==> src/common/cpu_pkg.sv <==
package cpu_pkg;

    localparam int DATA_WIDTH     = 32;
    localparam int REG_ADDR_WIDTH = 5;

    // instruction field positions
    localparam int OPCODE_MSB = 31;
    localparam int RS_LSB     = 21;
    localparam int RT_LSB     = 16;
    localparam int RD_LSB     = 11;
    localparam int IMM_WIDTH  = 16;

    // jal destination
    localparam logic [REG_ADDR_WIDTH-1:0] LINK_REG = 5'd31;

    typedef enum logic [5:0] {
        OP_RTYPE = 6'h00,
        OP_J     = 6'h02,
        OP_JAL   = 6'h03,
        OP_BEQ   = 6'h04,
        OP_BNE   = 6'h05,
        OP_ADDI  = 6'h08,
        OP_SLTI  = 6'h0a,
        OP_ANDI  = 6'h0c,
        OP_ORI   = 6'h0d,
        OP_LW    = 6'h23,
        OP_SW    = 6'h2b
    } opcode_t;

    typedef enum logic [5:0] {
        FN_JR  = 6'h08,
        FN_ADD = 6'h20,
        FN_SUB = 6'h22,
        FN_AND = 6'h24,
        FN_OR  = 6'h25,
        FN_SLT = 6'h2a
    } funct_t;

    typedef enum logic [2:0] {
        ALU_ADD,
        ALU_SUB,
        ALU_AND,
        ALU_OR,
        ALU_SLT,
        ALU_PASS_B
    } alu_op_t;

    // operand source in execute
    typedef enum logic [1:0] {
        FWD_REG,
        FWD_MEM,
        FWD_WB
    } fwd_sel_t;

endpackage

==> src/hw/hazard_unit.sv <==
`timescale 1ns/1ps

module hazard_unit (
    input  logic                               load_mode,
    input  logic [cpu_pkg::REG_ADDR_WIDTH-1:0] id_rs,
    input  logic [cpu_pkg::REG_ADDR_WIDTH-1:0] id_rt,
    input  logic                               id_uses_rs,
    input  logic                               id_uses_rt,
    input  logic                               id_is_branch,
    input  logic                               ex_valid,
    input  logic [cpu_pkg::REG_ADDR_WIDTH-1:0] ex_dest,
    input  logic                               ex_reg_write,
    input  logic                               ex_mem_read,
    input  logic                               mem_valid,
    input  logic [cpu_pkg::REG_ADDR_WIDTH-1:0] mem_dest,
    input  logic                               mem_reg_write,
    output logic                               stall,
    output logic                               hold
);
    import cpu_pkg::*;

    logic ex_match;
    logic mem_match;
    logic load_use;
    logic branch_dep;

    // decode source produced by a stage ahead
    assign ex_match  = ex_valid && ex_reg_write && ex_dest != '0 &&
                       ((id_uses_rs && id_rs == ex_dest) || (id_uses_rt && id_rt == ex_dest));
    assign mem_match = mem_valid && mem_reg_write && mem_dest != '0 &&
                       ((id_uses_rs && id_rs == mem_dest) || (id_uses_rt && id_rt == mem_dest));

    assign load_use   = ex_match && ex_mem_read;
    // branches compare in decode, no forwarding there
    assign branch_dep = id_is_branch && (ex_match || mem_match);

    assign stall = load_use || branch_dep;
    assign hold  = load_mode;

endmodule

==> config.mk <==
export PLATFORM = sky130hd
export DESIGN_NAME = hazard_unit
export DESIGN_NICKNAME = d
export VERILOG_FILES = /design/src/common/cpu_pkg.sv /design/src/hw/hazard_unit.sv
export SDC_FILE = /design/constraint.sdc
export NUM_CORES = 1
export LEC_CHECK = 0
export ABC_AREA = 0
export BUFFER_PORTS_ARGS = -buffer_cell sky130_fd_sc_hd__buf_2
export CAP_MARGIN = 5
export CORE_AREA = 2 2 39 41
export DETAILED_ROUTE_END_ITERATION = 6
export DIE_AREA = 0 0 41 43
export SYNTH_ARGS = -nofsm -noshare
export SYNTH_HDL_FRONTEND = slang
export SYNTH_SLANG_ARGS = --single-unit
==> constraint.sdc <==
create_clock -name vclk -period 2.95
set_input_delay 0.4425 -clock vclk [all_inputs]
set_output_delay 0.4425 -clock vclk [all_outputs]
set_load 0.01 [all_outputs]
==> flow_metrics.py <==
metrics = {
    "finish": {
        "fin_nets": 95,
        "finalNonFillerCells": 80,
        "mostFrequentLayoutCells": "buf_2, xor2_1, nor4_1, xnor2_1",
        "clock_buffers": 0,
        "diodes": 0,
        "syn_to_final_growth_pct": 56.00,
        "layout_commonest_cell": "buf_2",
        "register_area_um2": 0,
        "nFlopsAndLatches": 0,
        "drive_gt1_share_pct": 45.31,
    },
    "yosys": {
        "yosysWarnings": 0,
        "synth_area_per_cell_um2": 7.820,
        "synthXorXnorAreaFrac_pct": 62.22,
        "synth_nets": 65,
        "muxShareOfSynthArea_pct": 0,
        "ys_types": 12,
        "synth-compound-area-share_pct": 14.67,
        "synth_top_cells_by_area": "xor2_1, xnor2_1, nor4_1",
        "synthesis.area_um2": 281.5,
        "yosysTopAreaCell": "xor2_1",
        "synthCells": 36,
        "ys_seq_area_share_pct": 0,
        "synth.top_cell.area_share_pct": 49.78,
        "synth_top_family_by_area": "XOR/XNOR gates",
        "synthAdderAreaFrac_pct": 0,
        "synthSimpleGateAreaFrac_pct": 20.44,
    },
    "outcome": {
        "status": "finished clean",
    },
    "global_routing": {
        "grt_overflow_total": 0,
        "grtUsageTotal_pct": 10.89,
        "grt_max_degree": 4,
        "antenna_found_initial": 0,
        "grt_pass1_wl_mm": 1.442,
        "grt_pass1_vias": 373,
    },
    "sta": {
        "rsz0062_at_grt": "no",
        "fmax_mhz": 508.5,
        "hold_viol": 0,
        "setup_violations": 0,
        "finalMaxSlewViolations": 0,
        "worst_slew_pin_slew_ns": 0.2842,
        "tns_ns": 0,
        "finalCritPeriodShare_pct": 66.66,
        "min_period_ns": 1.967,
        "maxSlewHeadroom_pct": 80.88,
        "layout_setup_ws_ns": 0.9834,
    },
    "floorplan": {
        "dieArea_um2": 1763,
        "start_util_pct": 20.34,
        "die_h_um": 43,
        "core-area_um2": 1384,
        "fp.dieW_um": 41,
        "num_rows": 14,
        "num_io_pins": 31,
    },
    "drt": {
        "detail-route-antenna-nets": 0,
        "wire_per_inst_um": 10.76,
        "drtIter0Drc": 1,
        "drc": 0,
        "dr.pass1.iters": 2,
        "wirelength_um": 861,
        "via_per_inst": 4.575,
        "routed-via-count": 366,
    },
    "setup_path": {
        "crit_fanout": 3,
        "crit_required_ns": 2.51,
        "cp-start-kind": "input pin",
        "arrival_ns": 1.52,
        "cp-end-kind": "output pin",
        "crit_type": "in2out",
    },
    "power_and_ir_drop": {
        "swShare_pct": 46.93,
        "p_per_area_nw_per_um2": 126.7,
        "power.static_leakage_uw": 0.0002070,
        "p_clk_share_pct": 0,
        "p_comb_share_pct": 100.0,
        "p_switching_uw": 26.12,
        "peakVddDrop_v": 0.00004040,
        "power_frac_seq_pct": 0,
        "internal-power_uw": 29.54,
    },
    "worst_hold_path": {
        "hold_path_class": "in2out",
    },
    "cts": {
        "cts-resized-gates": 0,
        "cts_hold_buf": 0,
        "post-cts-setup-buffers": 0,
    },
    "placement": {
        "pre_cts_slack_ns": 0.9832,
        "gp_congestion": 0.8049,
        "numPortBuffers": 29,
        "dpl.cell_count": 80,
    },
    "run": {
        "maxCapViolCount": 0,
    },
}
[final timing paths]
path	start	end	slack, ns	depth (start not counted)
worst max-delay path	mem_dest[1]	stall	0.98	5
worst min-delay path	load_mode	hold	0.89	0
[per-layer routing]
metal,GRT usage [%],up-vias,wire length [µm]
met3,0,0,87
met4,0,0,0
li1,-,188,-
met2,19.69,19,387
met5,0,-,0
met1,14.56,159,386
[power by group through the flow]
stage / Clock [µW] / Combinational [µW] / Sequential [µW]
2_1_floorplan: 0 / 25.5 / 0
3_3_place_gp: 0 / 56.2 / 0
3_5_place_dp: 0 / 56.1 / 0
4_1_cts: 0 / 56.6 / 0
5_1_grt: 0 / 62.9 / 0
6_report: 0 / 55.7 / 0
[per-stage QoR]
step	power, µW	utilization (%)	cell area (µm²)	hold WS, ns
final	55.66	31.74	439.2	0.8851
after global routing	62.90	31.74	439.2	0.8851
after CTS	56.58	31.74	439.2	0.8852
after detailed placement	56.06	31.74	439.2	0.8852
after global placement	56.20	31.74	439.2	0.8852
after floorplan	25.47	-	281.5	0.9768
[worst max-delay path, cell delays in order]
cell and delay, ns:
buf_2 0.12, or4_1 0.54, o2111ai_1 0.19, o22ai_1 0.09
buf_2 0.15
[layout make-up]
cell class	instances	area, µm²
Fill cell	166	944.7
Multi-Input combinational cell	35	274.0
Timing Repair Buffer	29	145.1
Tap cell	16	20.02
[synthesized netlist by cell type]
master,instances
xnor2_1,4
buf_4,1
nor3_1,1
nor2_1,1
a32oi_1,2
o2111ai_1,2
nand2_1,1
o22ai_1,1
or4_1,1
nor4_1,4
and2_1,2
xor2_1,16
[kinds of logic (layout without fill, tap and decap cells)]
family | count (synthesis) | after routing
AOI/OAI and AO/OA | 5 | 5
and+or+nand+nor | 10 | 10
buffers and inverters | 1 | 29
xor gates and xnor gates | 20 | 20
(Power assumes the default switching activity.)
