## src/common/cpu_pkg.sv

```systemverilog
package cpu_pkg;

    localparam int DATA_WIDTH     = 32;
    localparam int REG_ADDR_WIDTH = 5;

    // instruction field positions
    localparam int OPCODE_MSB = 31;
    localparam int RS_LSB     = 21;
    localparam int RT_LSB     = 16;
    localparam int RD_LSB     = 11;
    localparam int IMM_WIDTH  = 16;

    // jal destination
    localparam logic [REG_ADDR_WIDTH-1:0] LINK_REG = 5'd31;

    typedef enum logic [5:0] {
        OP_RTYPE = 6'h00,
        OP_J     = 6'h02,
        OP_JAL   = 6'h03,
        OP_BEQ   = 6'h04,
        OP_BNE   = 6'h05,
        OP_ADDI  = 6'h08,
        OP_SLTI  = 6'h0a,
        OP_ANDI  = 6'h0c,
        OP_ORI   = 6'h0d,
        OP_LW    = 6'h23,
        OP_SW    = 6'h2b
    } opcode_t;

    typedef enum logic [5:0] {
        FN_JR  = 6'h08,
        FN_ADD = 6'h20,
        FN_SUB = 6'h22,
        FN_AND = 6'h24,
        FN_OR  = 6'h25,
        FN_SLT = 6'h2a
    } funct_t;

    typedef enum logic [2:0] {
        ALU_ADD,
        ALU_SUB,
        ALU_AND,
        ALU_OR,
        ALU_SLT,
        ALU_PASS_B
    } alu_op_t;

    // operand source in execute
    typedef enum logic [1:0] {
        FWD_REG,
        FWD_MEM,
        FWD_WB
    } fwd_sel_t;

endpackage

```

## src/hw/execute_unit.sv

```systemverilog
`timescale 1ns/1ps

module execute_unit (
    input  logic                               clk,
    input  logic                               rst,
    input  logic                               ex_valid,
    input  cpu_pkg::alu_op_t                   ex_alu_op,
    input  logic [cpu_pkg::DATA_WIDTH-1:0]     ex_operand_a,
    input  logic [cpu_pkg::DATA_WIDTH-1:0]     ex_operand_b,
    input  logic [cpu_pkg::DATA_WIDTH-1:0]     ex_store_data,
    input  logic [cpu_pkg::REG_ADDR_WIDTH-1:0] ex_rs,
    input  logic [cpu_pkg::REG_ADDR_WIDTH-1:0] ex_rt,
    input  logic [cpu_pkg::REG_ADDR_WIDTH-1:0] ex_dest,
    input  logic                               ex_reg_write,
    input  logic                               ex_mem_read,
    input  logic                               ex_mem_write,
    input  logic                               wb_valid,
    input  logic [cpu_pkg::REG_ADDR_WIDTH-1:0] wb_reg,
    input  logic [cpu_pkg::DATA_WIDTH-1:0]     wb_data,
    output logic                               mem_valid,
    output logic [cpu_pkg::DATA_WIDTH-1:0]     mem_alu_result,
    output logic [cpu_pkg::DATA_WIDTH-1:0]     mem_store_data,
    output logic [cpu_pkg::REG_ADDR_WIDTH-1:0] mem_dest,
    output logic                               mem_reg_write,
    output logic                               mem_mem_read,
    output logic                               mem_mem_write
);
    import cpu_pkg::*;

    fwd_sel_t              fwd_a;
    fwd_sel_t              fwd_b;
    fwd_sel_t              fwd_store;
    logic [DATA_WIDTH-1:0] alu_a;
    logic [DATA_WIDTH-1:0] alu_b;
    logic [DATA_WIDTH-1:0] store_data;
    logic [DATA_WIDTH-1:0] alu_result;

    // MEM wins over WB, r0 is never forwarded
    function automatic fwd_sel_t fwd_pick(input logic [REG_ADDR_WIDTH-1:0] src);
        if (src == '0) begin
            return FWD_REG;
        end
        if (mem_valid && mem_reg_write && !mem_mem_read && mem_dest == src) begin
            return FWD_MEM;
        end
        if (wb_valid && wb_reg == src) begin
            return FWD_WB;
        end
        return FWD_REG;
    endfunction

    function automatic logic [DATA_WIDTH-1:0] fwd_value(input fwd_sel_t sel,
                                                        input logic [DATA_WIDTH-1:0] reg_val);
        case (sel)
            FWD_MEM: return mem_alu_result;
            FWD_WB:  return wb_data;
            default: return reg_val;
        endcase
    endfunction

    always_comb begin
        fwd_a     = fwd_pick(ex_rs);
        // sw carries its offset in operand b
        fwd_b     = ex_mem_write ? FWD_REG : fwd_pick(ex_rt);
        fwd_store = fwd_pick(ex_rt);
    end

    assign alu_a      = fwd_value(fwd_a, ex_operand_a);
    assign alu_b      = fwd_value(fwd_b, ex_operand_b);
    assign store_data = fwd_value(fwd_store, ex_store_data);

    always_comb begin
        case (ex_alu_op)
            ALU_ADD:    alu_result = alu_a + alu_b;
            ALU_SUB:    alu_result = alu_a - alu_b;
            ALU_AND:    alu_result = alu_a & alu_b;
            ALU_OR:     alu_result = alu_a | alu_b;
            ALU_SLT:    alu_result = {{(DATA_WIDTH-1){1'b0}}, $signed(alu_a) < $signed(alu_b)};
            ALU_PASS_B: alu_result = alu_b;
            default:    alu_result = '0;
        endcase
    end

    always_ff @(posedge clk) begin
        if (rst) begin
            mem_valid     <= 1'b0;
            mem_reg_write <= 1'b0;
            mem_mem_read  <= 1'b0;
            mem_mem_write <= 1'b0;
        end else begin
            mem_valid     <= ex_valid;
            mem_reg_write <= ex_valid && ex_reg_write;
            mem_mem_read  <= ex_valid && ex_mem_read;
            mem_mem_write <= ex_valid && ex_mem_write;
        end
    end

    always_ff @(posedge clk) begin
        mem_alu_result <= alu_result;
        mem_store_data <= store_data;
        mem_dest       <= ex_dest;
    end

endmodule

```

## config.mk

```make
export PLATFORM = sky130hd
export DESIGN_NAME = execute_unit
export DESIGN_NICKNAME = d
export VERILOG_FILES = /design/src/common/cpu_pkg.sv /design/src/hw/execute_unit.sv
export SDC_FILE = /design/constraint.sdc
export NUM_CORES = 1
export LEC_CHECK = 0
export BUFFER_PORTS_ARGS = -buffer_cell sky130_fd_sc_hd__buf_4
export CAP_MARGIN = 10
export CORE_MARGIN = 2
export CORE_UTILIZATION = 25
export CTS_CLUSTER_SIZE = 25
export DETAILED_ROUTE_END_ITERATION = 8
export REMOVE_ABC_BUFFERS = 1
export SLEW_MARGIN = 20
export SYNTH_ARGS = -nofsm -noshare
export SYNTH_HDL_FRONTEND = slang
export SYNTH_SLANG_ARGS = --single-unit
```

## constraint.sdc

```tcl
create_clock -name clk -period 7.4 [get_ports clk]
set_input_delay 1.48 -clock clk [delete_from_list [all_inputs] [get_ports clk]]
set_output_delay 1.48 -clock clk [all_outputs]
set_load 0.02 [all_outputs]
```

==> impl_table.tex <==
\begin{tabular}{lr}
\hline
Metric & Value \\
\hline
\multicolumn{2}{l}{\textbf{Detailed routing}} \\
Wire per inst & 19.3 µm \\
First-pass DRT Iterations & 8 \\
DR DRC count & 0 \\
Number of vias after detailed routing & 9,703 \\
Number of nets with antenna violations after routing & 0 \\
Count of routing violations after the opening detailed-route iteration & 761 \\
Vias per std cell & 5.21 \\
WL final & 35,900 µm \\
\multicolumn{2}{l}{\textbf{Placed design}} \\
Placed cells & 1,846 \\
Final estimated routing congestion in global placement & 0.916 \\
Half-perimeter wire length of the detailed placement result & 27,700 µm \\
Number of buffer cells added on primary ports & 230 \\
\multicolumn{2}{l}{\textbf{Worst setup path}} \\
Critical path data arrival time & 6.86 ns \\
CP required & 7.62 ns \\
Critical path start-end classification & in -> reg \\
Setup crit start kind & input port \\
Sort of element at the end of the critical path & flip-flop \\
Max Fanout on Critical Path & 23 \\
\multicolumn{2}{l}{\textbf{Global route}} \\
Largest net degree at the start of global routing & 85 \\
Total grt overflow & 0 \\
Number of antenna violations at the first check in global routing & 0 \\
Vias in the first global route & 9,280 \\
Wire length of the first global-routing pass & 54,200 µm \\
GRT Util Overall & 19.5\% \\
\multicolumn{2}{l}{\textbf{Power}} \\
Power per cell area & 148 mW/mm² \\
Overall power of the completed layout & 1.64 mW \\
Leakage power figure & 4.86 nW \\
Largest voltage drop on the vdd net & 0.122 mV \\
\multicolumn{2}{l}{\textbf{Timing}} \\
Total count of max-transition violations in the final report & 0 \\
Final hold violation count & 0 \\
Actual slew at the worst max-slew pin & 1.13 ns \\
Relative slew margins & 24.4\% \\
Setup repair after global routing missed its margin & false \\
Setup TNS & 0 ns \\
Time the worst path needs with I/O delays and setup & 6.63 ns \\
Part of the cycle the worst path needs & 89.6\% \\
Final-report setup violation count & 0 \\
F\_max & 151 MHz \\
Clock tree skew after final layout & 0.0106 ns \\
Worst hold slack & 0.610 ns \\
\multicolumn{2}{l}{\textbf{Synth}} \\
Most used standard cell by instance count after synthesis & sky130\_fd\_sc\_hd\_\_nand2\_1 \\
YS warnings & 0 \\
Flip-flop and latch count after synthesis & 73 \\
Post-synthesis sequential area ratio & 16.9\% \\
Most common library cells after synthesis & sky130\_fd\_sc\_hd\_\_nand2\_1 (137), sky130\_fd\_sc\_hd\_\_o21ai\_0 (134), sky130\_fd\_sc\_hd\_\_ha\_1 (105) \\
Gate count after technology mapping & 1,229 \\
Async set-reset flop share out of synthesis & 0\% \\
Synth Cell Area & 0.00864 mm² \\
Top\_reg\_cell synth & sky130\_fd\_sc\_hd\_\_dfxtp\_1 \\
Leading cell types by total area after synthesis & sky130\_fd\_sc\_hd\_\_dfxtp\_1 (17\%), sky130\_fd\_sc\_hd\_\_ha\_1 (15\%), sky130\_fd\_sc\_hd\_\_a22oi\_1 (8.6\%), sky130\_fd\_sc\_hd\_\_o21ai\_0 (7.8\%), sky130\_fd\_sc\_hd\_\_nand2\_1 (5.9\%) \\
Yosys top cell by area & sky130\_fd\_sc\_hd\_\_dfxtp\_1 \\
Average footprint of a synthesized cell & 7.03 µm² \\
Post-synth top area share & 16.9\% \\
Post-synth cell types & 67 \\
Post-synth EDFFs & 0 \\
\multicolumn{2}{l}{\textbf{Floorplan}} \\
Die Span Y & 190 µm \\
Overall die area & 0.0361 mm² \\
Area of the core region & 0.0343 mm² \\
Initial cell density of the core & 25.2\% \\
Width of the die & 190 µm \\
Standard-cell row count & 68 \\
I/O pin total & 231 \\
\multicolumn{2}{l}{\textbf{CTS}} \\
CTS tree & done \\
\# clock sinks & 73 \\
Clk Latency, worst-skew pair & 0.38 ns \\
Post-CTS Setup Bufs & 0 \\
Number of clock buffers inserted by TritonCTS & 9 \\
PostCTS Resize Cnt & 0 \\
Clock Pin Slew Worst Setup and Hold Paths & 0.06 ns \\
Number of H-tree levels & 3 \\
Number of hold buffers added after cts & 0 \\
CTS Buffer Depth & 2 \\
Clock tree root driver cell & sky130\_fd\_sc\_hd\_\_clkbuf\_16 \\
\multicolumn{2}{l}{\textbf{Flow run}} \\
Number of maximum-capacitance constraint violations & 0 \\
\multicolumn{2}{l}{\textbf{Final layout}} \\
Layout Cells excl Fill & 1,862 \\
Antenna diode count & 0 \\
Layout Area Growth over Synthesis & 28.1\% \\
Share of the core filled with cells & 32.3\% \\
Fraction of final layout cells sized beyond drive strength 1 & 20.1\% \\
Final layout net count & 1,667 \\
\multicolumn{2}{l}{\textbf{Run status}} \\
Status & completed \\
\multicolumn{2}{l}{\textbf{Hold path}} \\
Path category of the worst min-delay check & reg -> reg \\
\hline
\end{tabular}
-- critical path: stages --
cell                        delay (ns)
sky130_fd_sc_hd__buf_4            0.12
sky130_fd_sc_hd__xor2_1           0.13
sky130_fd_sc_hd__or4_1            0.14
sky130_fd_sc_hd__nor3_1           0.05
sky130_fd_sc_hd__or4_1            0.56
sky130_fd_sc_hd__or2_2            0.32
sky130_fd_sc_hd__ha_2             0.68
sky130_fd_sc_hd__buf_4            0.24
sky130_fd_sc_hd__nor2_1           0.05
sky130_fd_sc_hd__a21oi_1          0.28
sky130_fd_sc_hd__inv_1            0.11
sky130_fd_sc_hd__ha_1             0.39
sky130_fd_sc_hd__o21ai_0          0.11
sky130_fd_sc_hd__o21bai_1         0.28
sky130_fd_sc_hd__o2111ai_1        0.32
sky130_fd_sc_hd__a311oi_1         0.54
sky130_fd_sc_hd__a41o_1           0.26
sky130_fd_sc_hd__nor2_1           0.07
sky130_fd_sc_hd__a311oi_1         0.40
sky130_fd_sc_hd__xnor2_1          0.17
sky130_fd_sc_hd__o221ai_1         0.14
-- cells by family after synthesis --
| group | count (synthesis) | share of synthesized area [%] |
|---|---|---|
| fa+ha+maj | 107 | 15.7 |
| simple gates | 346 | 18.6 |
| xor+xnor | 48 | 4.86 |
| compound gates | 458 | 34.5 |
| buf+inv | 192 | 8.60 |
| mux | 5 | 0.868 |
| flops | 73 | 16.9 |
-- worst paths after layout --
kind / start / end / slack, ns / cells past startpoint
min: mem_alu_result[23] / mem_store_data[23] / 0.61 / 2
min reg2reg: mem_alu_result[23] / mem_store_data[23] / 0.61 / 2
max reg2reg: mem_dest[2] / mem_alu_result[19] / 1.52 / 20
max: ex_rt[4] / mem_alu_result[19] / 0.77 / 21
-- report_power, final --
group	internal (mW)	switching, mW	total, mW
logic	0.275	0.386	0.660
clock network	0.304	0.202	0.506
registers	0.431	0.0378	0.469
total	1.01	0.625	1.64
-- metal layers --
layer	vias up	share of wire, %	track usage [%]
li1	4772	-	-
met1	4565	45	25.2
met2	340	47	33.5
met3	26	6.4	3.03
met4	0	1.5	5.25
met5	-	0	0
-- cell usage in the layout (no fill, tap or decap), types with 10 or more instances in the layout --
| cell | n |
|---|---|
| sky130_fd_sc_hd__o31ai_1 | 10 |
| sky130_fd_sc_hd__a21oi_1 | 82 |
| sky130_fd_sc_hd__dfxtp_1 | 73 |
| sky130_fd_sc_hd__xnor2_1 | 32 |
| sky130_fd_sc_hd__a211oi_1 | 12 |
| sky130_fd_sc_hd__a22oi_1 | 99 |
| sky130_fd_sc_hd__o211ai_1 | 23 |
| sky130_fd_sc_hd__o221ai_1 | 21 |
| sky130_fd_sc_hd__ha_1 | 102 |
| sky130_fd_sc_hd__nor2b_1 | 14 |
| sky130_fd_sc_hd__nand2_1 | 137 |
| sky130_fd_sc_hd__inv_1 | 103 |
| sky130_fd_sc_hd__xor2_1 | 16 |
| sky130_fd_sc_hd__o21ai_0 | 134 |
| sky130_fd_sc_hd__nand3_1 | 11 |
| sky130_fd_sc_hd__nor3_1 | 24 |
| sky130_fd_sc_hd__nand2b_1 | 11 |
| sky130_fd_sc_hd__nor2_1 | 84 |
| sky130_fd_sc_hd__buf_4 | 250 |
-- layout make-up --
type / count / area, µm²
clock buffers: 11 / 243
clock inverters: 5 / 78.8
fillers: 3762 / 23200
inverters: 104 / 390
multi-input cells: 964 / 6450
flip-flops and latches: 73 / 1460
well taps: 455 / 569
repair buffers: 250 / 1880
-- flip-flops by register name (all words and copies together), names as in the netlist --
name,cells
mem_valid,1
mem_reg_write,1
mem_dest,5
mem_store_data,32
mem_mem_write,1
mem_alu_result,32
mem_mem_read,1
-- through the flow --
step / area, µm² / setup WS (ns)
floorplan: 8290 / 0.639
detailed placement: 10800 / 0.417
CTS: 11100 / 0.810
finish: 11100 / 0.768
global placement: 10800 / 0.498
global route: 11100 / 0.316
Note: power is estimated with default switching activity, not from simulation.
