$ cat config.mk
export PLATFORM = sky130hd
export DESIGN_NAME = decode_unit
export DESIGN_NICKNAME = d
export VERILOG_FILES = /design/src/common/cpu_pkg.sv /design/src/hw/register_file.sv /design/src/hw/decode_unit.sv
export SDC_FILE = /design/constraint.sdc
export NUM_CORES = 2
export LEC_CHECK = 0
export BUFFER_PORTS_ARGS = -buffer_cell sky130_fd_sc_hd__buf_2
export CAP_MARGIN = 20
export CORE_ASPECT_RATIO = 0.9
export CORE_MARGIN = 4
export CORE_UTILIZATION = 35
export DETAILED_ROUTE_END_ITERATION = 12
export PLACE_DENSITY = 0.58
export RECOVER_POWER = 100
export SYNTH_ARGS = -nofsm -noshare
export SYNTH_HDL_FRONTEND = slang
export SYNTH_SLANG_ARGS = --single-unit
export TNS_END_PERCENT = 100
$ cat constraint.sdc
create_clock -name clk -period 4.6 [get_ports clk]
set_input_delay 0.23 -clock clk [delete_from_list [all_inputs] [get_ports clk]]
set_output_delay 0.23 -clock clk [all_outputs]
set_load 0.02 [all_outputs]
$ cat src/common/cpu_pkg.sv
package cpu_pkg;

    localparam int DATA_WIDTH     = 32;
    localparam int REG_ADDR_WIDTH = 5;

    // instruction field positions
    localparam int OPCODE_MSB = 31;
    localparam int RS_LSB     = 21;
    localparam int RT_LSB     = 16;
    localparam int RD_LSB     = 11;
    localparam int IMM_WIDTH  = 16;

    // jal destination
    localparam logic [REG_ADDR_WIDTH-1:0] LINK_REG = 5'd31;

    typedef enum logic [5:0] {
        OP_RTYPE = 6'h00,
        OP_J     = 6'h02,
        OP_JAL   = 6'h03,
        OP_BEQ   = 6'h04,
        OP_BNE   = 6'h05,
        OP_ADDI  = 6'h08,
        OP_SLTI  = 6'h0a,
        OP_ANDI  = 6'h0c,
        OP_ORI   = 6'h0d,
        OP_LW    = 6'h23,
        OP_SW    = 6'h2b
    } opcode_t;

    typedef enum logic [5:0] {
        FN_JR  = 6'h08,
        FN_ADD = 6'h20,
        FN_SUB = 6'h22,
        FN_AND = 6'h24,
        FN_OR  = 6'h25,
        FN_SLT = 6'h2a
    } funct_t;

    typedef enum logic [2:0] {
        ALU_ADD,
        ALU_SUB,
        ALU_AND,
        ALU_OR,
        ALU_SLT,
        ALU_PASS_B
    } alu_op_t;

    // operand source in execute
    typedef enum logic [1:0] {
        FWD_REG,
        FWD_MEM,
        FWD_WB
    } fwd_sel_t;

endpackage

$ cat src/hw/register_file.sv
`timescale 1ns/1ps

module register_file (
    input  logic                               clk,
    input  logic                               rst,
    input  logic [cpu_pkg::REG_ADDR_WIDTH-1:0] rd_addr_a,
    input  logic [cpu_pkg::REG_ADDR_WIDTH-1:0] rd_addr_b,
    input  logic                               wr_en,
    input  logic [cpu_pkg::REG_ADDR_WIDTH-1:0] wr_addr,
    input  logic [cpu_pkg::DATA_WIDTH-1:0]     wr_data,
    output logic [cpu_pkg::DATA_WIDTH-1:0]     rd_data_a,
    output logic [cpu_pkg::DATA_WIDTH-1:0]     rd_data_b
);
    import cpu_pkg::*;

    logic [DATA_WIDTH-1:0] regs [2**REG_ADDR_WIDTH];

    always_ff @(posedge clk) begin
        if (rst) begin
            regs <= '{default: '0};
        end else if (wr_en && wr_addr != '0) begin
            regs[wr_addr] <= wr_data;
        end
    end

    // same-cycle writeback is visible to decode
    assign rd_data_a = (rd_addr_a == '0) ? '0 :
                       (wr_en && wr_addr == rd_addr_a) ? wr_data : regs[rd_addr_a];
    assign rd_data_b = (rd_addr_b == '0) ? '0 :
                       (wr_en && wr_addr == rd_addr_b) ? wr_data : regs[rd_addr_b];

endmodule

$ cat src/hw/decode_unit.sv
`timescale 1ns/1ps

module decode_unit (
    input  logic                               clk,
    input  logic                               rst,
    input  logic                               if_valid,
    input  logic [cpu_pkg::DATA_WIDTH-1:0]     if_pc,
    input  logic [cpu_pkg::DATA_WIDTH-1:0]     if_instr,
    input  logic                               stall,
    input  logic                               wb_valid,
    input  logic [cpu_pkg::REG_ADDR_WIDTH-1:0] wb_reg,
    input  logic [cpu_pkg::DATA_WIDTH-1:0]     wb_data,
    output logic                               pc_redirect,
    output logic [cpu_pkg::DATA_WIDTH-1:0]     redirect_target,
    output logic [cpu_pkg::REG_ADDR_WIDTH-1:0] id_rs,
    output logic [cpu_pkg::REG_ADDR_WIDTH-1:0] id_rt,
    output logic                               id_uses_rs,
    output logic                               id_uses_rt,
    output logic                               id_is_branch,
    output logic                               ex_valid,
    output cpu_pkg::alu_op_t                   ex_alu_op,
    output logic [cpu_pkg::DATA_WIDTH-1:0]     ex_operand_a,
    output logic [cpu_pkg::DATA_WIDTH-1:0]     ex_operand_b,
    output logic [cpu_pkg::DATA_WIDTH-1:0]     ex_store_data,
    output logic [cpu_pkg::REG_ADDR_WIDTH-1:0] ex_rs,
    output logic [cpu_pkg::REG_ADDR_WIDTH-1:0] ex_rt,
    output logic [cpu_pkg::REG_ADDR_WIDTH-1:0] ex_dest,
    output logic                               ex_reg_write,
    output logic                               ex_mem_read,
    output logic                               ex_mem_write
);
    import cpu_pkg::*;

    opcode_t                   opcode;
    funct_t                    funct;
    logic [REG_ADDR_WIDTH-1:0] rd;
    logic [IMM_WIDTH-1:0]      imm;
    logic [DATA_WIDTH-1:0]     ext_imm;
    logic [DATA_WIDTH-1:0]     pc_plus4;
    logic [DATA_WIDTH-1:0]     rs_data;
    logic [DATA_WIDTH-1:0]     rt_data;

    alu_op_t                   alu_op;
    logic [REG_ADDR_WIDTH-1:0] dest;
    logic                      uses_rs, uses_rt, imm_b, zero_ext;
    logic                      reg_write, mem_read, mem_write;
    logic                      is_cond, is_bne, is_jump, is_jr, is_link;
    logic                      taken;

    assign opcode   = opcode_t'(if_instr[OPCODE_MSB -: 6]);
    assign funct    = funct_t'(if_instr[5:0]);
    assign id_rs    = if_instr[RS_LSB +: REG_ADDR_WIDTH];
    assign id_rt    = if_instr[RT_LSB +: REG_ADDR_WIDTH];
    assign rd       = if_instr[RD_LSB +: REG_ADDR_WIDTH];
    assign imm      = if_instr[IMM_WIDTH-1:0];
    assign pc_plus4 = if_pc + DATA_WIDTH'(4);

    // andi and ori take a zero-extended immediate
    assign ext_imm = zero_ext ? {{(DATA_WIDTH-IMM_WIDTH){1'b0}}, imm}
                              : {{(DATA_WIDTH-IMM_WIDTH){imm[IMM_WIDTH-1]}}, imm};

    register_file u_regs (
        .clk       (clk),
        .rst       (rst),
        .rd_addr_a (id_rs),
        .rd_addr_b (id_rt),
        .wr_en     (wb_valid),
        .wr_addr   (wb_reg),
        .wr_data   (wb_data),
        .rd_data_a (rs_data),
        .rd_data_b (rt_data)
    );

    always_comb begin
        alu_op    = ALU_ADD;
        dest      = id_rt;
        uses_rs   = 1'b0;
        uses_rt   = 1'b0;
        imm_b     = 1'b1;
        zero_ext  = 1'b0;
        reg_write = 1'b0;
        mem_read  = 1'b0;
        mem_write = 1'b0;
        is_cond   = 1'b0;
        is_bne    = 1'b0;
        is_jump   = 1'b0;
        is_jr     = 1'b0;
        is_link   = 1'b0;
        case (opcode)
            OP_RTYPE: begin
                uses_rs   = 1'b1;
                uses_rt   = 1'b1;
                imm_b     = 1'b0;
                dest      = rd;
                reg_write = 1'b1;
                case (funct)
                    FN_ADD: alu_op = ALU_ADD;
                    FN_SUB: alu_op = ALU_SUB;
                    FN_AND: alu_op = ALU_AND;
                    FN_OR:  alu_op = ALU_OR;
                    FN_SLT: alu_op = ALU_SLT;
                    FN_JR: begin
                        uses_rt   = 1'b0;
                        reg_write = 1'b0;
                        is_jr     = 1'b1;
                    end
                    default: reg_write = 1'b0;
                endcase
            end
            OP_ADDI: begin
                uses_rs   = 1'b1;
                reg_write = 1'b1;
            end
            OP_ANDI: begin
                uses_rs   = 1'b1;
                reg_write = 1'b1;
                zero_ext  = 1'b1;
                alu_op    = ALU_AND;
            end
            OP_ORI: begin
                uses_rs   = 1'b1;
                reg_write = 1'b1;
                zero_ext  = 1'b1;
                alu_op    = ALU_OR;
            end
            OP_SLTI: begin
                uses_rs   = 1'b1;
                reg_write = 1'b1;
                alu_op    = ALU_SLT;
            end
            OP_LW: begin
                uses_rs   = 1'b1;
                reg_write = 1'b1;
                mem_read  = 1'b1;
            end
            OP_SW: begin
                uses_rs   = 1'b1;
                uses_rt   = 1'b1;
                mem_write = 1'b1;
            end
            OP_BEQ, OP_BNE: begin
                uses_rs = 1'b1;
                uses_rt = 1'b1;
                is_cond = 1'b1;
                is_bne  = (opcode == OP_BNE);
            end
            OP_J: is_jump = 1'b1;
            OP_JAL: begin
                is_jump   = 1'b1;
                is_link   = 1'b1;
                reg_write = 1'b1;
                dest      = LINK_REG;
                alu_op    = ALU_PASS_B;
            end
            default: ;
        endcase
    end

    assign id_uses_rs   = if_valid && uses_rs;
    assign id_uses_rt   = if_valid && uses_rt;
    assign id_is_branch = if_valid && (is_cond || is_jr);

    // branches resolve here against the register file values
    assign taken       = is_cond && ((rs_data == rt_data) != is_bne);
    assign pc_redirect = if_valid && !stall && (taken || is_jump || is_jr);

    always_comb begin
        if (is_jr) begin
            redirect_target = rs_data;
        end else if (is_jump) begin
            redirect_target = {pc_plus4[DATA_WIDTH-1:28], if_instr[25:0], 2'b00};
        end else begin
            redirect_target = pc_plus4 + {ext_imm[DATA_WIDTH-3:0], 2'b00};
        end
    end

    always_ff @(posedge clk) begin
        if (rst || stall || !if_valid) begin
            ex_valid     <= 1'b0;
            ex_reg_write <= 1'b0;
            ex_mem_read  <= 1'b0;
            ex_mem_write <= 1'b0;
        end else begin
            ex_valid     <= 1'b1;
            ex_reg_write <= reg_write;
            ex_mem_read  <= mem_read;
            ex_mem_write <= mem_write;
        end
    end

    always_ff @(posedge clk) begin
        ex_alu_op     <= alu_op;
        ex_operand_a  <= rs_data;
        ex_operand_b  <= is_link ? pc_plus4 : (imm_b ? ext_imm : rt_data);
        ex_store_data <= rt_data;
        ex_rs         <= uses_rs ? id_rs : '0;
        ex_rt         <= uses_rt ? id_rt : '0;
        ex_dest       <= dest;
    end

endmodule

==> results.json <==
{
  "cts_buffers": 117,
  "nets": 7018,
  "critical_path_arrival_ps": 4410,
  "finalSetupTns_ps": -37.56,
  "slew_viol_final": 150,
  "fin_hold_ws_ps": 2.664,
  "critPathLaunch": "u_regs.regs[405]$_SDFFE_PP0P_",
  "clk_pin_slew_worst_paths_ps": 70,
  "hold_class": "in2reg",
  "areaGrowthSynthToFinish_pct": 17.38,
  "grt_max_degree": 220,
  "violations": "capacitance limit, slew limit, setup timing",
  "cp_max_fo": 3,
  "root_buffer": "clkbuf_16",
  "rsz0062_at_grt": "yes",
  "fillers": 16490,
  "leakage_nw": 23.90,
  "worstHoldPathCells": 5,
  "placed_cell_area_um2": 63490,
  "ir_drop_mv": 0.3593,
  "finClkSkew_ps": 16.64,
  "end_kind": "output port",
  "synth_warnings": 0,
  "reg2reg_slack_ps": 1880,
  "row_count": 142,
  "outcome": "finished, violations left",
  "first_global_vias": 52480,
  "fin_ws_ps": -37.56,
  "stdcell_area_um2": 68980,
  "vias_per_cell": 6.044,
  "fin_crit_sh_pct": 100.8,
  "layoutNonFillerInstCount": 9219,
  "grt.total_usage_pct": 28.67,
  "routedWlPerCell_um": 28.31,
  "place_ws_ps": -346.9,
  "hold_viol_final": 0,
  "reg2reg_depth": 7,
  "fin_util_pct": 41.39,
  "remaining_drc_errors": 0,
  "synth_area_um2": 58770,
  "crit_required_ps": 4370,
  "final_layout_size_suffix_gt1_share_pct": 21.80,
  "io-pin-count": 270,
  "clkSinkCount": 1142,
  "die_w_um": 439.9,
  "dp_hpwl_um": 170400,
  "core_um2": 166700,
  "finalSetupViolCount": 1,
  "io_buffers": 269,
  "grt_pass1_wl_um": 370800,
  "ant_nets": 0,
  "dr.pass1.iters": 7,
  "holdPathEnd": "ex_operand_b[21]$_DFF_P_",
  "hp-start": "if_pc[21]",
  "power_mw": 23.35,
  "ys_seq_elements": 1142,
  "synth-edff-count": 0,
  "async_reset_ff_share_pct": 0,
  "cts_tree": "done",
  "p_per_area_nw_per_um2": 338.4,
  "drt_first_iter_violations": 8193,
  "antenna_found_initial": 17,
  "clock_path_buffers": 3,
  "start_kind": "flip-flop",
  "tightest_slew_ps": 3289,
  "initial_utilization_pct": 35.26,
  "ys_types": 78,
  "clk_latency_ps": 760,
  "grt-ovfl-total": 0,
  "fin_crit_ps": 4638,
  "vias": 55720,
  "fmax_mhz": 215.6,
  "gp_congestion": 0.9534,
  "die_y_um": 396.7,
  "synth_nets": 6853,
  "relSlewSlack_pct": -119.2,
  "dp.cells": 8899,
  "ys_seq_area_share_pct": 38.90,
  "synth_area_per_cell_um2": 8.751,
  "timing.rr.start": "u_regs.regs[389]$_SDFFE_PP0P_",
  "die_area_um2": 174500,
  "htree_levels": 3,
  "postSynthCellCount": 6716,
  "wl_um": 261000,
  "critical_path_class": "reg2out",
  "maxCapViolations": 1,
  "r2r-end": "ex_operand_b[5]$_DFF_P_",
  "synthFlopType": "dfxtp_1"
}
[state kept, by name, summed over array words and instances, names as in the netlist]
| register | flops |
|---|---|
| ex_mem_write | 1 |
| ex_reg_write | 1 |
| ex_alu_op | 3 |
| ex_dest | 5 |
| ex_operand_a | 32 |
| ex_rt | 5 |
| ex_rs | 5 |
| ex_operand_b | 32 |
| ex_valid | 1 |
| ex_mem_read | 1 |
| u_regs.regs | 1024 |
| ex_store_data | 32 |
[Yosys cell counts (10+ instances only)]
master / count / area share, %
clkbuf_1: 505 / 3.2
inv_1: 32 / 0.20
nand3_1: 18 / 0.15
nor2_1: 126 / 0.80
nor4_1: 18 / 0.19
a31oi_1: 29 / 0.31
mux4_2: 484 / 19
xnor2_1: 61 / 0.91
buf_6: 24 / 0.46
or3_1: 14 / 0.15
nand4_1: 16 / 0.17
o22ai_1: 57 / 0.61
a221o_1: 29 / 0.49
a2111oi_0: 10 / 0.15
and3_1: 12 / 0.13
a211oi_1: 50 / 0.64
xor2_1: 40 / 0.60
clkbuf_2: 14 / 0.12
a21o_1: 15 / 0.19
nand2_1: 2164 / 14
mux2i_1: 149 / 2.5
dfxtp_1: 1142 / 39
a22oi_1: 75 / 0.96
nor2b_1: 77 / 0.82
buf_2: 73 / 0.62
ha_1: 30 / 0.64
buf_1: 23 / 0.15
buf_4: 39 / 0.50
mux2_2: 24 / 0.46
a21oi_1: 1104 / 9.4
o21ai_0: 66 / 0.56
and2_1: 24 / 0.26
a32oi_1: 10 / 0.15
nor3_1: 22 / 0.19
[kinds of logic after synthesis]
group                    count (synthesis)  synth area share (%)
AND/OR/NAND/NOR                       2559                 17.59
multiplexers                           658                 21.56
adder cells (fa/ha/maj)                 33                0.7068
buffers and inverters                  711                 5.282
AO/OA/AOI/OAI                         1511                 14.41
XOR/XNOR                               102                 1.544
flip-flops                            1142                 38.90
[layout by cell type (no fill, tap or decap), types with 19 or more instances in the layout]
master            n
mux2i_1         144
buf_4           334
o22ai_1          56
clkinv_2         24
o21ai_0          63
inv_1            32
dlygate4sd3_1    79
dfxtp_1        1131
buf_2           257
ha_1             30
a211oi_1         43
mux4_2          484
a31oi_1          27
and2_1           20
nor2_4           30
nor3_1           19
buf_12           39
a221o_1          24
mux2_2           24
a22oi_1          72
xor2_1           37
xnor2_1          57
a21oi_1        1100
nand2_2          21
clkbuf_8         37
nor2_1           92
nand2_1        2144
clkbuf_16       121
nor2b_1          73
[how the worst max path moves through the flow]
| stage | endpoint | slack (ps) | depth (start not counted) |
|---|---|---|---|
| after floorplan | redirect_target[30] | 530 | 17 |
| after global placement | pc_redirect | -450 | 17 |
| after detailed placement | pc_redirect | -350 | 17 |
| after CTS | pc_redirect | -120 | 13 |
| after global routing | pc_redirect | -100 | 16 |
| final | pc_redirect | -40 | 15 |
[what timing repair did]
item,4_1_cts,5_1_grt
pin swaps,2,35
setup buffers,0,15
hold endpoints to repair,242,0
resized for setup,17,87
setup endpoints to repair,3,6
gates cloned,0,2
hold buffers,79,0
[report_power, final]
group	internal [mW]	switching [mW]	total, mW
combinational	1.01	1.98	2.99
sequential	10.0	0.0792	10.1
clock	5.91	4.35	10.3
total	16.9	6.40	23.3
[area by class of cell]
class                      instances  area [um2]  area share (%)
antenna                           10       25.02         0.03627
sequential                      1142       22880           33.16
timing repair buffer             724        5577           8.084
clock inverter                    48       560.5          0.8126
inverter                          33       123.9          0.1796
tap                             2232        2793           4.048
multi-input combinational       4863       33510           48.58
clock buffer                     167        3518           5.100
[worst max-delay path, stage by stage (launching register included)]
cell	delay [ps]
dfxtp_1	330
mux4_2	500
mux2i_2	320
a21oi_1	230
a21oi_1	200
a21oi_1	210
xor2_1	210
nor4_2	330
nand3_1	140
buf_6	160
nor4_4	290
buf_4	210
xnor2_4	130
o21ai_2	80
and3b_1	180
buf_6	130
[metal layers]
layer / track usage, % / share of wire (%) / wire, um / up-vias
li1: - / - / - / 23800
met1: 38.59 / 38 / 100300 / 27370
met2: 42.17 / 43 / 112400 / 3744
met3: 7.525 / 12 / 32280 / 802
met4: 15.06 / 6.1 / 15940 / 6
met5: 0 / 0.016 / 43 / -
Power figures use the tool's default switching activity.
